--- src/hw/isa_pkg.sv ---
`default_nettype none

// Architectural view of the machine: register file size and instruction format
package isa_pkg;

	localparam int num_gen_reg  = 16;                   // Architectural registers
	localparam int gen_reg_bits = $clog2(num_gen_reg);  // Index width
	localparam int opcode_bits  = 4;

	typedef logic [gen_reg_bits-1:0] gen_reg_t;         // Architectural register index

	// Legal opcodes
	// Codes not listed here are illegal and behave like a nop
	typedef enum logic [opcode_bits-1:0] {
		op_nop    = 4'h0,  // Reads nothing, writes nothing
		op_alu    = 4'h1,  // Reads a and b, writes dest
		op_alui   = 4'h2,  // Reads a, writes dest
		op_load   = 4'h3,  // Reads a, writes dest
		op_store  = 4'h4,  // Reads a and b
		op_branch = 4'h5   // Reads a and b
	} opcode_t;

	// One 16-bit instruction word
	typedef struct packed {
		logic [opcode_bits-1:0] opcode;  // Raw code, may fall outside opcode_t
		gen_reg_t               dest;    // [11:8]
		gen_reg_t               src_a;   // [7:4]
		gen_reg_t               src_b;   // [3:0]
	} inst_t;

endpackage

`default_nettype wire

--- src/hw/rename_pkg.sv ---
`default_nettype none

// Physical side of rename: tag format, map rows, queue sizes
package rename_pkg;

	localparam int num_phys_reg = 32;
	localparam int phys_bits    = $clog2(num_phys_reg);

	// Registers not mapped at reset start out in the free list
	localparam int free_depth     = num_phys_reg - isa_pkg::num_gen_reg;
	localparam int free_ptr_bits  = $clog2(free_depth);
	localparam int free_cnt_bits  = free_ptr_bits + 1;  // Count reaches free_depth

	localparam int cq_depth      = 8;  // Completion queue entries
	localparam int cq_ptr_bits   = $clog2(cq_depth);
	localparam int cq_cnt_bits   = cq_ptr_bits + 1;

	typedef logic [phys_bits-1:0] phys_idx_t;  // Physical register index

	// Ready bit sits above the index
	// Tags match on idx alone, ready is ignored in compares
	typedef struct packed {
		logic      ready;
		phys_idx_t idx;
	} phys_tag_t;

	typedef struct packed {
		phys_tag_t phys_tag;  // Current mapping of one architectural register
	} map_row_t;

endpackage

`default_nettype wire

--- src/hw/dispatch_if.sv ---
`timescale 1ns/1ns
`default_nettype none

// One decoded instruction that has been accepted for rename this cycle
interface dispatch_if;

	logic             fire;         // Dispatches at the coming edge
	logic             writes_dest;  // Needs a new physical register
	isa_pkg::gen_reg_t dest;
	isa_pkg::gen_reg_t src_a;
	isa_pkg::gen_reg_t src_b;

	modport decoder (
		output fire, writes_dest, dest, src_a, src_b
	);

	modport rename (
		input fire, writes_dest, dest, src_a, src_b
	);

endinterface

`default_nettype wire

--- src/hw/inst_decoder.sv ---
`timescale 1ns/1ns
`default_nettype none

module inst_decoder (
	input  isa_pkg::inst_t inst,
	input  logic           inst_valid,
	input  logic           free_empty,  // Free list has no register to hand out
	output logic           stall,
	output logic           illegal,
	dispatch_if.decoder    disp
);

	isa_pkg::opcode_t opcode;
	logic             legal;
	logic             writes;

	// Classify the opcode
	always_comb begin
		opcode = isa_pkg::opcode_t'(inst.opcode);
		legal  = 1'b1;
		writes = 1'b0;
		case (opcode)
			isa_pkg::op_alu,
			isa_pkg::op_alui,
			isa_pkg::op_load: begin
				writes = 1'b1;  // Producers of a register
			end
			isa_pkg::op_nop,
			isa_pkg::op_store,
			isa_pkg::op_branch: begin
				writes = 1'b0;
			end
			default: begin
				legal = 1'b0;  // Unknown code, runs as a nop
			end
		endcase
	end

	// Only a writer can be held up, and only when no register is free
	assign stall   = inst_valid & writes & free_empty;
	assign illegal = inst_valid & ~legal;

	// Dispatch bundle
	assign disp.fire        = inst_valid & ~stall;
	assign disp.writes_dest = writes;
	assign disp.dest        = inst.dest;
	assign disp.src_a       = inst.src_a;
	assign disp.src_b       = inst.src_b;

endmodule

`default_nettype wire

--- src/hw/map_table.sv ---
`timescale 1ns/1ns
`default_nettype none

module map_table (
	input  logic                  clock,
	input  logic                  reset,
	dispatch_if.rename            disp,
	input  rename_pkg::phys_idx_t new_idx,    // Free list head
	input  rename_pkg::phys_idx_t cdb_idx,
	input  logic                  cdb_valid,
	output rename_pkg::phys_tag_t t1,         // Source a
	output rename_pkg::phys_tag_t t2,         // Source b
	output rename_pkg::phys_tag_t t_old       // Previous mapping of dest
);

	rename_pkg::map_row_t [isa_pkg::num_gen_reg-1:0] map_q;
	rename_pkg::map_row_t [isa_pkg::num_gen_reg-1:0] map_d;

	logic do_rename;
	logic new_idx_mapped;  // Head of free list already appears in some row

	assign do_rename = disp.fire & disp.writes_dest;

	// Lookups read registered state only, no bus bypass
	assign t1    = map_q[disp.src_a].phys_tag;
	assign t2    = map_q[disp.src_b].phys_tag;
	assign t_old = map_q[disp.dest].phys_tag;

	always_comb begin
		map_d = map_q;
		// Bus first
		// Every row holding the broadcast index becomes ready
		if (cdb_valid) begin
			for (int i = 0; i < isa_pkg::num_gen_reg; i++) begin
				if (map_q[i].phys_tag.idx == cdb_idx) begin
					map_d[i].phys_tag.ready = 1'b1;
				end
			end
		end
		// Rename second, so it overrides a same-cycle ready set
		if (do_rename) begin
			map_d[disp.dest].phys_tag.idx   = new_idx;
			map_d[disp.dest].phys_tag.ready = 1'b0;  // Value not produced yet
		end
	end

	always_ff @(posedge clock) begin
		if (reset) begin
			// Identity map, all values available
			for (int i = 0; i < isa_pkg::num_gen_reg; i++) begin
				map_q[i].phys_tag.idx   <= rename_pkg::phys_idx_t'(i);
				map_q[i].phys_tag.ready <= 1'b1;
			end
		end else begin
			map_q <= map_d;
		end
	end

	always_comb begin
		new_idx_mapped = 1'b0;
		for (int i = 0; i < isa_pkg::num_gen_reg; i++) begin
			if (map_q[i].phys_tag.idx == new_idx) begin
				new_idx_mapped = 1'b1;
			end
		end
	end

	// Free list and retire must never hand back a register that is still live
	a_rename_unique: assert property (
		@(posedge clock) disable iff (reset)
		do_rename |-> !new_idx_mapped
	) else $error("map_table: new tag %0d is already mapped", new_idx);

endmodule

`default_nettype wire

--- src/hw/free_list.sv ---
`timescale 1ns/1ns
`default_nettype none

module free_list (
	input  logic                  clock,
	input  logic                  reset,
	dispatch_if.rename            disp,
	input  rename_pkg::phys_idx_t retire_idx,    // Old register released at retire
	input  logic                  retire_valid,
	output rename_pkg::phys_idx_t head_idx,      // Next register to rename into
	output logic                  empty
);

	rename_pkg::phys_idx_t mem [rename_pkg::free_depth];

	logic [rename_pkg::free_ptr_bits-1:0] rd_ptr;
	logic [rename_pkg::free_ptr_bits-1:0] wr_ptr;
	logic [rename_pkg::free_cnt_bits-1:0] count;

	logic pop;
	logic push;
	logic full;

	assign pop  = disp.fire & disp.writes_dest;
	assign push = retire_valid;

	assign head_idx = mem[rd_ptr];
	assign empty    = (count == '0);
	assign full     = (count == rename_pkg::free_cnt_bits'(rename_pkg::free_depth));

	// Storage
	// Reset fills it with the registers left over after the identity map
	always_ff @(posedge clock) begin
		if (reset) begin
			for (int i = 0; i < rename_pkg::free_depth; i++) begin
				mem[i] <= rename_pkg::phys_idx_t'(isa_pkg::num_gen_reg + i);
			end
		end else if (push) begin
			mem[wr_ptr] <= retire_idx;
		end
	end

	// Pointers wrap on their own, depth is a power of two
	always_ff @(posedge clock) begin
		if (reset) begin
			rd_ptr <= '0;
			wr_ptr <= '0;  // Full at reset, so write meets read
			count  <= rename_pkg::free_cnt_bits'(rename_pkg::free_depth);
		end else begin
			if (pop) begin
				rd_ptr <= rd_ptr + 1'b1;
			end
			if (push) begin
				wr_ptr <= wr_ptr + 1'b1;
			end
			case ({push, pop})
				2'b10:   count <= count + 1'b1;
				2'b01:   count <= count - 1'b1;
				default: count <= count;  // Both or neither
			endcase
		end
	end

	// Decoder must stall writers while empty
	a_no_pop_empty: assert property (
		@(posedge clock) disable iff (reset)
		pop |-> !empty
	) else $error("free_list: pop while empty");

	// A retire can only return a register that a rename took out
	a_no_push_full: assert property (
		@(posedge clock) disable iff (reset)
		push |-> !full
	) else $error("free_list: push of %0d while full", retire_idx);

endmodule

`default_nettype wire

--- src/hw/completion_queue.sv ---
`timescale 1ns/1ns
`default_nettype none

module completion_queue (
	input  logic                  clock,
	input  logic                  reset,
	input  rename_pkg::phys_idx_t done_tag_0,
	input  rename_pkg::phys_idx_t done_tag_1,
	input  logic                  done_valid_0,  // Slot 0 goes in ahead of slot 1
	input  logic                  done_valid_1,
	output rename_pkg::phys_idx_t cdb_idx,
	output logic                  cdb_valid,
	output logic                  queue_full     // Fewer than two slots left
);

	rename_pkg::phys_idx_t mem [rename_pkg::cq_depth];

	logic [rename_pkg::cq_ptr_bits-1:0] rd_ptr;
	logic [rename_pkg::cq_ptr_bits-1:0] wr_ptr;
	logic [rename_pkg::cq_ptr_bits-1:0] slot_1;   // Where done_tag_1 lands
	logic [rename_pkg::cq_cnt_bits-1:0] count;
	logic [rename_pkg::cq_cnt_bits-1:0] num_in;   // 0, 1 or 2 writes this edge
	logic                               pop;

	// Compaction
	// A lone done_1 takes the tail slot, otherwise it sits behind done_0
	assign slot_1 = wr_ptr + rename_pkg::cq_ptr_bits'(done_valid_0);
	assign num_in = rename_pkg::cq_cnt_bits'(done_valid_0)
		+ rename_pkg::cq_cnt_bits'(done_valid_1);

	// Head is broadcast whenever anything is queued
	assign cdb_idx    = mem[rd_ptr];
	assign cdb_valid  = (count != '0);
	assign pop        = cdb_valid;  // Bus takes the head every cycle
	assign queue_full = (count >= rename_pkg::cq_cnt_bits'(rename_pkg::cq_depth - 1));

	// Payload storage
	always_ff @(posedge clock) begin
		if (done_valid_0) begin
			mem[wr_ptr] <= done_tag_0;
		end
		if (done_valid_1) begin
			mem[slot_1] <= done_tag_1;
		end
	end

	always_ff @(posedge clock) begin
		if (reset) begin
			rd_ptr <= '0;
			wr_ptr <= '0;
			count  <= '0;
		end else begin
			wr_ptr <= wr_ptr + rename_pkg::cq_ptr_bits'(num_in);  // Wraps at depth
			if (pop) begin
				rd_ptr <= rd_ptr + 1'b1;
			end
			count <= count + num_in - rename_pkg::cq_cnt_bits'(pop);
		end
	end

	// Execution side must hold off while full, nothing here pushes back
	a_no_done_full: assert property (
		@(posedge clock) disable iff (reset)
		queue_full |-> !(done_valid_0 || done_valid_1)
	) else $error("completion_queue: done tag while queue_full");

endmodule

`default_nettype wire

--- src/hw/rename_top.sv ---
`timescale 1ns/1ns
`default_nettype none

module rename_top (
	input  logic                  clock,
	input  logic                  reset,
	// Instruction in
	input  isa_pkg::inst_t        inst,
	input  logic                  inst_valid,
	// Done tags from execution
	input  rename_pkg::phys_idx_t done_tag_0,
	input  logic                  done_valid_0,
	input  rename_pkg::phys_idx_t done_tag_1,
	input  logic                  done_valid_1,
	// Retire
	input  rename_pkg::phys_idx_t retire_idx,
	input  logic                  retire_valid,
	// Rename results
	output rename_pkg::phys_tag_t t1,
	output rename_pkg::phys_tag_t t2,
	output rename_pkg::phys_tag_t t_old,
	output rename_pkg::phys_tag_t t_new,
	output logic                  stall,
	output logic                  illegal,
	// Common data bus
	output rename_pkg::phys_idx_t cdb_idx,
	output logic                  cdb_valid,
	output logic                  queue_full
);

	rename_pkg::phys_idx_t head_idx;
	logic                  free_empty;

	dispatch_if disp ();

	// New register is never ready when handed out
	assign t_new = '{ready: 1'b0, idx: head_idx};

	inst_decoder inst_decoder_i (
		.inst       (inst),
		.inst_valid (inst_valid),
		.free_empty (free_empty),
		.stall      (stall),
		.illegal    (illegal),
		.disp       (disp.decoder)
	);

	map_table map_table_i (
		.clock     (clock),
		.reset     (reset),
		.disp      (disp.rename),
		.new_idx   (head_idx),
		.cdb_idx   (cdb_idx),    // Bus loops back to set ready bits
		.cdb_valid (cdb_valid),
		.t1        (t1),
		.t2        (t2),
		.t_old     (t_old)
	);

	free_list free_list_i (
		.clock        (clock),
		.reset        (reset),
		.disp         (disp.rename),
		.retire_idx   (retire_idx),
		.retire_valid (retire_valid),
		.head_idx     (head_idx),
		.empty        (free_empty)
	);

	completion_queue completion_queue_i (
		.clock        (clock),
		.reset        (reset),
		.done_tag_0   (done_tag_0),
		.done_tag_1   (done_tag_1),
		.done_valid_0 (done_valid_0),
		.done_valid_1 (done_valid_1),
		.cdb_idx      (cdb_idx),
		.cdb_valid    (cdb_valid),
		.queue_full   (queue_full)
	);

endmodule

`default_nettype wire

--- config.mk ---
export PLATFORM = sky130hd
export DESIGN_NAME = rename_top
export DESIGN_NICKNAME = d
export VERILOG_FILES = /design/src/hw/isa_pkg.sv /design/src/hw/rename_pkg.sv /design/src/hw/dispatch_if.sv /design/src/hw/inst_decoder.sv /design/src/hw/map_table.sv /design/src/hw/free_list.sv /design/src/hw/completion_queue.sv /design/src/hw/rename_top.sv
export SDC_FILE = /design/constraint.sdc
export NUM_CORES = 1
export LEC_CHECK = 0
export ABC_CLOCK_PERIOD_IN_PS = 4000
export BUFFER_PORTS_ARGS = -buffer_cell sky130_fd_sc_hd__buf_4
export CAP_MARGIN = 40
export CORE_MARGIN = 5
export CORE_UTILIZATION = 55
export CTS_BUF_LIST = sky130_fd_sc_hd__clkbuf_8 sky130_fd_sc_hd__clkbuf_16
export CTS_CLUSTER_DIAMETER = 60
export DETAILED_ROUTE_END_ITERATION = 7
export PLACE_DENSITY = 0.73
export SETUP_SLACK_MARGIN = 0.1
export SYNTH_ARGS = -nofsm -noshare
export SYNTH_HDL_FRONTEND = slang
export SYNTH_SLANG_ARGS = --single-unit
--- constraint.sdc ---
create_clock -name clock -period 4 [get_ports clock]
set_input_delay 0.6 -clock clock [delete_from_list [all_inputs] [get_ports clock]]
set_output_delay 0.6 -clock clock [all_outputs]
set_load 0.03 [all_outputs]
======== After elaboration in Yosys (flattened, before gate mapping) ========
Memory sizes are Yosys's and may differ from the RTL's. A register that Yosys moved wholly into a read port is not among the register bits.
Index checks and enable logic that the tools add are counted.
word-level totals
  logic and storage cells ................. 157
  input port bits ......................... 37
  memory bits (writable) .................. 120
  register bits ........................... 119
  output and inout bits ................... 33
  memories ................................ 2
memory list
  memory                  words  width  rd ports  clocked after Yosys merged registers in  wr ports  line                    RTL
  free_list_i.mem         16     5      1         1                                        16        free_list.sv:14         rename_pkg::phys_idx_t mem [rename_pkg::free_depth];
  completion_queue_i.mem  8      5      1         1                                        2         completion_queue.sv:16  rename_pkg::phys_idx_t mem [rename_pkg::cq_depth];
operators by class
  muxes and demuxes ....................... 64
  equal/unequal tests ..................... 23
  bitwise logic cells ..................... 7
  reductions and logical operators ........ 8
  magnitude comparators ................... 5
  add/sub/neg operators ................... 10
operator list
  kind                   number
  $bwmux W96             2
  $mux W96               1
  $eq A5 B5 Y1           16
  $bmux W6 S4            3
  $demux W6 S4           2
  $mux W1                44
  $mux W6                4
  $lt A4 B5 Y1 const B   3
  $mux W4                3
  $mux W5                2
  $pmux W5 S2            1
  $add A4 B1 Y4 const B  2
  $eq A4 B2 Y1 const B   2
  $eq A4 B3 Y1 const B   2
  $mux W3                2
  $reduce_or A6 Y1       1
  $add A5 B1 Y5 const B  1
  $and A1 B1 Y1          5
  $logic_not A5 Y1       1
  $reduce_or A5 Y1       1
  $sub A5 B1 Y5 const B  1
  $add A4 B4 Y4          1
  $eq A4 B1 Y1 const B   1
  $ge A4 B1 Y1 const B   1
  14 further kinds       15

======== Longest topological paths before layout ========
  depth in word-level cells ............... 10
  mapped depth ............................ 14
  gate-level depth less buffers ........... 12

======== By module ========
A second synthesis with hierarchy kept.
second synthesis, totals
  cells, all modules ...................... 1222
  area, all modules ....................... 14186.1 sq um
by module, submodules not included
  module            area an instance (sq um)  times used  cells each  sequential area each (sq um)
  map_table         6626.4                    1           656         1921.8
  free_list         4615.7                    1           355         2742.6
  completion_queue  2793.9                    1           189         1461.4
  inst_decoder      138.9                     1           20          0.0
  rename_top        11.3                      1           2           0.0

======== Least setup slack after synthesis ========
Ideal clock, no wire load.
  kind .................................... input -> register
  start ................................... input port inst[15] (netlist name)
  end ..................................... register free_list_i.count[4] (netlist name)
  data required time ...................... 3.883 ns
  stages .................................. 14
  setup slack ............................. 0.885 ns
  path buffers ............................ 2
  data arrival time ....................... 2.998 ns
  setup time .............................. 0.117 ns
  cell sequence ........................... nor2_1 o211ai_1 nor2_1 buf_6 ha_1 clkbuf_1 xor2_1 ha_1 or3b_2 a21oi_1 o21bai_1 a21oi_1 xnor2_1 nand2b_1
between the ends
  word-level cells in the longest chain between the ends .. 10
  elaborated cells on any way between the ends .. 14
  classes of those cells .................. eq/ne (5); mux (2); bitwise (5); reduce/logical (2)
ends and longest elaborated chain
  element                                                   line                RTL
  start: declaration                                        rename_top.sv:8     input isa_pkg::inst_t inst,
  $eq A4 B1 Y1 / $eq A4 B2 Y1 (equally long branches)       inst_decoder.sv:22  case (opcode)
  $reduce_or A3 Y1 (*)                                      inst_decoder.sv:22
  $mux W1 (*)                                               inst_decoder.sv:22
  $and A1 B1 Y1 (2 in series)                               inst_decoder.sv:40  assign stall = inst_valid & writes & free_empty;
  $not A1 Y1                                                inst_decoder.sv:44  assign disp.fire = inst_valid & ~stall;
  $and A1 B1 Y1                                             inst_decoder.sv:44
  $and A1 B1 Y1 (*)                                         free_list.sv:24     assign pop = disp.fire & disp.writes_dest;
  $eq A2 B1 Y1 / $eq A2 B2 Y1 (equally long branches)       free_list.sv:56     case ({push, pop})
  $pmux W5 S2 / $reduce_bool A2 Y1 (equally long branches)  -
  end signal: assignment                                    free_list.sv:57     2'b10: count <= count + 1'b1;
  end signal: assignment                                    free_list.sv:58     2'b01: count <= count - 1'b1;
  end signal: assignment                                    free_list.sv:59     default: count <= count;
  end: declaration                                          free_list.sv:18     logic [rename_pkg::free_cnt_bits-1:0] count;
Every way passes the cells marked *; elsewhere a longest branch is shown, timed or not.
A chain may end at the register's enable or synchronous reset.

==> flow_summary.html <==
<table>
<tr><th>Metric</th><th>Value</th></tr>
<tr><th colspan="2">Clock tree</th></tr>
<tr><td>CTS tree</td><td>built</td></tr>
<tr><td>CTS Buffer Depth</td><td>3</td></tr>
<tr><td>H-tree depth</td><td>1</td></tr>
<tr><td>TritonCTS Buffers</td><td>30</td></tr>
<tr><td>Library cell used as clock root buffer</td><td>sky130_fd_sc_hd__clkbuf_16</td></tr>
<tr><td>Number of post-CTS setup repair buffers</td><td>0</td></tr>
<tr><td>Clock-pin slew on the worst setup and hold paths</td><td>60 ps</td></tr>
<tr><td>Number of buffers added to fix hold violations after cts</td><td>0</td></tr>
<tr><td>Resized cells post-CTS</td><td>0</td></tr>
<tr><td>Skew-Pair Late Insertion Delay</td><td>550 ps</td></tr>
<tr><td>Number of clock sinks</td><td>246</td></tr>
<tr><th colspan="2">Layout</th></tr>
<tr><td>Nets</td><td>1,203</td></tr>
<tr><td>Fraction of layout instances using a drive strength above 1</td><td>0.342</td></tr>
<tr><td>Multi-input gate area in the final layout</td><td>7420 um2</td></tr>
<tr><td>Fillcell total</td><td>1,937</td></tr>
<tr><td>Total area of sequential cells</td><td>6130 um2</td></tr>
<tr><td>Final cell utilization of the core</td><td>0.625</td></tr>
<tr><td>Area growth syn-to-layout</td><td>12.1%</td></tr>
<tr><td>Number of diodes</td><td>0</td></tr>
<tr><th colspan="2">Yosys</th></tr>
<tr><td>Biggest area consumer among synthesized cells</td><td>sky130_fd_sc_hd__edfxtp_1</td></tr>
<tr><td>Syn_area_per_cell</td><td>12.9 um2</td></tr>
<tr><td>Flop and latch count out of synthesis</td><td>246</td></tr>
<tr><td>Asr flop ratio synth</td><td>0</td></tr>
<tr><td>Post-Synth Simple-Gate Area</td><td>0.117</td></tr>
<tr><td>Register area share after synthesis</td><td>0.436</td></tr>
<tr><td>Arithmetic-cell share of the synthesized area counting full adders, half adders and majority gates</td><td>0.0207</td></tr>
<tr><td>Multiplexer share of the synthesized area</td><td>0.273</td></tr>
<tr><td>Cell types occupying the most area after synthesis</td><td>sky130_fd_sc_hd__edfxtp_1 (26%), sky130_fd_sc_hd__mux4_2 (19%), sky130_fd_sc_hd__dfxtp_1 (18%), sky130_fd_sc_hd__mux2i_1 (3.6%), sky130_fd_sc_hd__mux2_2 (3.5%)</td></tr>
<tr><td>Most used standard cells in the synthesized netlist</td><td>sky130_fd_sc_hd__dfxtp_1 (126), sky130_fd_sc_hd__mux4_2 (121), sky130_fd_sc_hd__edfxtp_1 (120), sky130_fd_sc_hd__nor2_1 (102), sky130_fd_sc_hd__xnor2_1 (55)</td></tr>
<tr><td>Synth Flop Type</td><td>sky130_fd_sc_hd__dfxtp_1</td></tr>
<tr><td>Count of synthesis-stage warnings from yosys</td><td>0</td></tr>
<tr><td>Dominant combinational cell family by area after synthesis</td><td>multiplexers</td></tr>
<tr><td>Net count after synthesis</td><td>1,151</td></tr>
<tr><td>Yosys top cell area share</td><td>0.257</td></tr>
<tr><td>Number of unique standard cell types used by synthesis</td><td>50</td></tr>
<tr><td>Synth Area in XOR/XNOR</td><td>0.0611</td></tr>
<tr><td>Post-synthesis compound-gate area fraction</td><td>0.0559</td></tr>
<tr><td>Number of enable-type register cells in the synthesized netlist</td><td>120</td></tr>
<tr><td>Synthesized instance count</td><td>1,092</td></tr>
<tr><td>Synth Cell Area</td><td>14,000 um2</td></tr>
<tr><td>Count leader, synth</td><td>sky130_fd_sc_hd__dfxtp_1</td></tr>
<tr><th colspan="2">Routing</th></tr>
<tr><td>Post-detailed-route DRC marker count</td><td>0</td></tr>
<tr><td>Post-detailed-route via-to-cell ratio</td><td>6.28</td></tr>
<tr><td>Wire per inst</td><td>22.5 um</td></tr>
<tr><td>Detailed-route via count</td><td>9,400</td></tr>
<tr><td>Antenna viol nets, final</td><td>0</td></tr>
<tr><td>First-pass DRT Iterations</td><td>5</td></tr>
<tr><td>Initial DRC count</td><td>914</td></tr>
<tr><td>Wirelength, routed</td><td>33,700 um</td></tr>
<tr><th colspan="2">Timing</th></tr>
<tr><td>Minimum clock period after layout</td><td>3650 ps</td></tr>
<tr><td>Portion of the clock cycle consumed by the worst path in the final layout</td><td>0.911</td></tr>
<tr><td>Slew at the pin closest to its max-slew limit</td><td>917 ps</td></tr>
<tr><td>Count of endpoints failing setup in the final report</td><td>0</td></tr>
<tr><td>Slew Viols, Final</td><td>0</td></tr>
<tr><td>Final count of hold timing violations</td><td>0</td></tr>
<tr><td>Fmax achieved</td><td>274 MHz</td></tr>
<tr><td>RSZ-0062 raised after global routing</td><td>no</td></tr>
<tr><td>Worst hold slack after final layout</td><td>344 ps</td></tr>
<tr><td>Total negative slack for setup checks</td><td>0 ps</td></tr>
<tr><td>Max-slew headroom at the worst pin</td><td>0.382</td></tr>
<tr><td>Worst clock skew</td><td>18.8 ps</td></tr>
<tr><td>Worst Setup Slack, final</td><td>354 ps</td></tr>
<tr><th colspan="2">Power</th></tr>
<tr><td>IR drop worst, VDD</td><td>0.424 mV</td></tr>
<tr><td>Standby leakage power</td><td>0.00569 uW</td></tr>
<tr><td>Internal power consumption</td><td>5300 uW</td></tr>
<tr><td>Areal power density over the cells</td><td>494 nW/um2</td></tr>
<tr><td>Proportion of power drawn by flip-flops and latches</td><td>0.370</td></tr>
<tr><td>Fraction of power consumed by combinational cells</td><td>0.285</td></tr>
<tr><td>Switching fraction of total power</td><td>0.319</td></tr>
<tr><td>Share of total power in the clock network</td><td>0.345</td></tr>
<tr><td>Total net switching power</td><td>2480 uW</td></tr>
<tr><th colspan="2">Critical path</th></tr>
<tr><td>Worst R2R Start</td><td>free_list_i.count[1]</td></tr>
<tr><td>R2R Path End</td><td>free_list_i.count[4]</td></tr>
<tr><td>WP buf/inv</td><td>2</td></tr>
<tr><td>CP top delay family</td><td>multiplexers</td></tr>
<tr><td>CP Depth</td><td>5</td></tr>
<tr><td>Critical Path Source Type</td><td>flop</td></tr>
<tr><td>CP cell instances</td><td>mux4_2 &gt; mux2_2 &gt; o21ai_2 &gt; inv_2 &gt; buf_4</td></tr>
<tr><td>Slowest stage cell, crit path</td><td>sky130_fd_sc_hd__dfxtp_1</td></tr>
<tr><td>Reg2reg path depth</td><td>13</td></tr>
<tr><td>Critical path endpoint category</td><td>output port</td></tr>
<tr><td>Worst Path Required</td><td>3400 ps</td></tr>
<tr><td>Last element of the critical path</td><td>t_new[3]</td></tr>
<tr><td>Register-to-register setup slack</td><td>1120 ps</td></tr>
<tr><td>Max Fanout on Critical Path</td><td>10</td></tr>
<tr><td>Slowest stage delay, CP</td><td>670 ps</td></tr>
<tr><td>Worst Path Class, Setup</td><td>flop to output port</td></tr>
<tr><td>CP arrival</td><td>3050 ps</td></tr>
<tr><th colspan="2">Run</th></tr>
<tr><td>Max-cap violations</td><td>0</td></tr>
<tr><th colspan="2">Global routing</th></tr>
<tr><td>First-pass GRT wire length</td><td>53,400 um</td></tr>
<tr><td>Via count of the first global-routing pass</td><td>9,349</td></tr>
<tr><td>Global route total overflow</td><td>0</td></tr>
<tr><td>GRT Resource Usage Total</td><td>0.235</td></tr>
<tr><td>Number of antenna violations at the first check in global routing</td><td>0</td></tr>
<tr><td>Largest net degree at the start of global routing</td><td>79</td></tr>
<tr><th colspan="2">Floorplan</th></tr>
<tr><td>Initial cell density of the core</td><td>0.557</td></tr>
<tr><td>Die Wd</td><td>170 um</td></tr>
<tr><td>Vertical die dimension</td><td>170 um</td></tr>
<tr><td>Site Rows</td><td>58</td></tr>
<tr><td>I/O pin cnt</td><td>70</td></tr>
<tr><td>Area enclosed by the die boundary</td><td>28,800 um2</td></tr>
<tr><td>Placeable Area</td><td>25,200 um2</td></tr>
<tr><th colspan="2">Placement</th></tr>
<tr><td>Dpl ws</td><td>925 ps</td></tr>
<tr><td>Half-perimeter wire length after placement</td><td>23,900 um</td></tr>
<tr><td>Routability Congestion</td><td>0.859</td></tr>
<tr><td>Count of buffers from port buffering</td><td>68</td></tr>
<tr><th colspan="2">Run status</th></tr>
<tr><td>Status</td><td>complete, no violations</td></tr>
<tr><th colspan="2">Min path</th></tr>
<tr><td>Launch point of the worst hold path</td><td>retire_valid</td></tr>
<tr><td>Min-Delay Path Class</td><td>input port to flop</td></tr>
</table>
==> worst min-delay path by stage <==
stage | slack (ps) | endpoint | depth (start not counted)
2_1_floorplan | 460 | map_table_i.map_q[65] | 2
3_3_place_gp | 480 | map_table_i.map_q[41] | 2
3_5_place_dp | 510 | map_table_i.map_q[89] | 2
4_1_cts | 330 | free_list_i.wr_ptr[0] | 3
5_1_grt | 350 | free_list_i.wr_ptr[0] | 3
6_report | 340 | free_list_i.wr_ptr[0] | 3
==> worst min-delay path, cell delays in order <==
cell and delay (ps):
sky130_fd_sc_hd__buf_4 110, sky130_fd_sc_hd__xnor2_1 60, sky130_fd_sc_hd__nor2_1 70
==> final cells by class <==
class                           count  area share
Clock inverter                     25      0.0140
Sequential cell                   246       0.389
Tap cell                          330      0.0262
Multi-Input combinational cell    747       0.471
Clock buffer                       31      0.0493
Inverter                           25     0.00596
Timing Repair Buffer               94      0.0442
==> per-layer routing <==
layer	track usage	wire [um]	up-vias
li1	-	-	4227
met1	0.326	14000	4679
met2	0.389	16300	405
met3	0.0303	2320	89
met4	0.0711	1130	0
met5	0	0	-
==> cells in the final DEF (no fill, tap or decap), drive strengths merged, types with 7 or more instances in the layout <==
cell type  instances
clkbuf            31
dfxtp            126
a211o             32
mux2              44
edfxtp           120
nand2             45
mux2i             55
and3              33
mux4             121
inv               33
a21oi             29
o41ai             16
ha                20
buf               94
nand2b            20
o21ai              9
nand4             24
xnor2             55
clkinv            10
nor2             102
nor2b              8
nor3               7
nand3             14
xor2              43
or2               49
==> cells by family after synthesis <==
logic type      after synthesis
other cells                   1
fa+ha+maj                    22
compound gates               95
xor+xnor                     98
flops                       246
mux                         220
buf+inv                      99
simple gates                311
==> power groups by stage <==
stage          Sequential [uW]  Clock, uW  Combinational [uW]
6_report                  2880       2680                2210
3_3_place_gp              2930          0                2180
5_1_grt                   2900       2840                2390
2_1_floorplan             2850          0                1820
4_1_cts                   2880       2720                2230
3_5_place_dp              2940          0                2210
==> stage by stage <==
stage	total power, uW	area [um2]	std cells
2_1_floorplan	4680	14000	1092
3_3_place_gp	5110	14700	1437
3_5_place_dp	5150	14700	1441
4_1_cts	7840	15700	1497
5_1_grt	8140	15700	1498
6_report	7770	15700	1498
(Power assumes the default switching activity.)
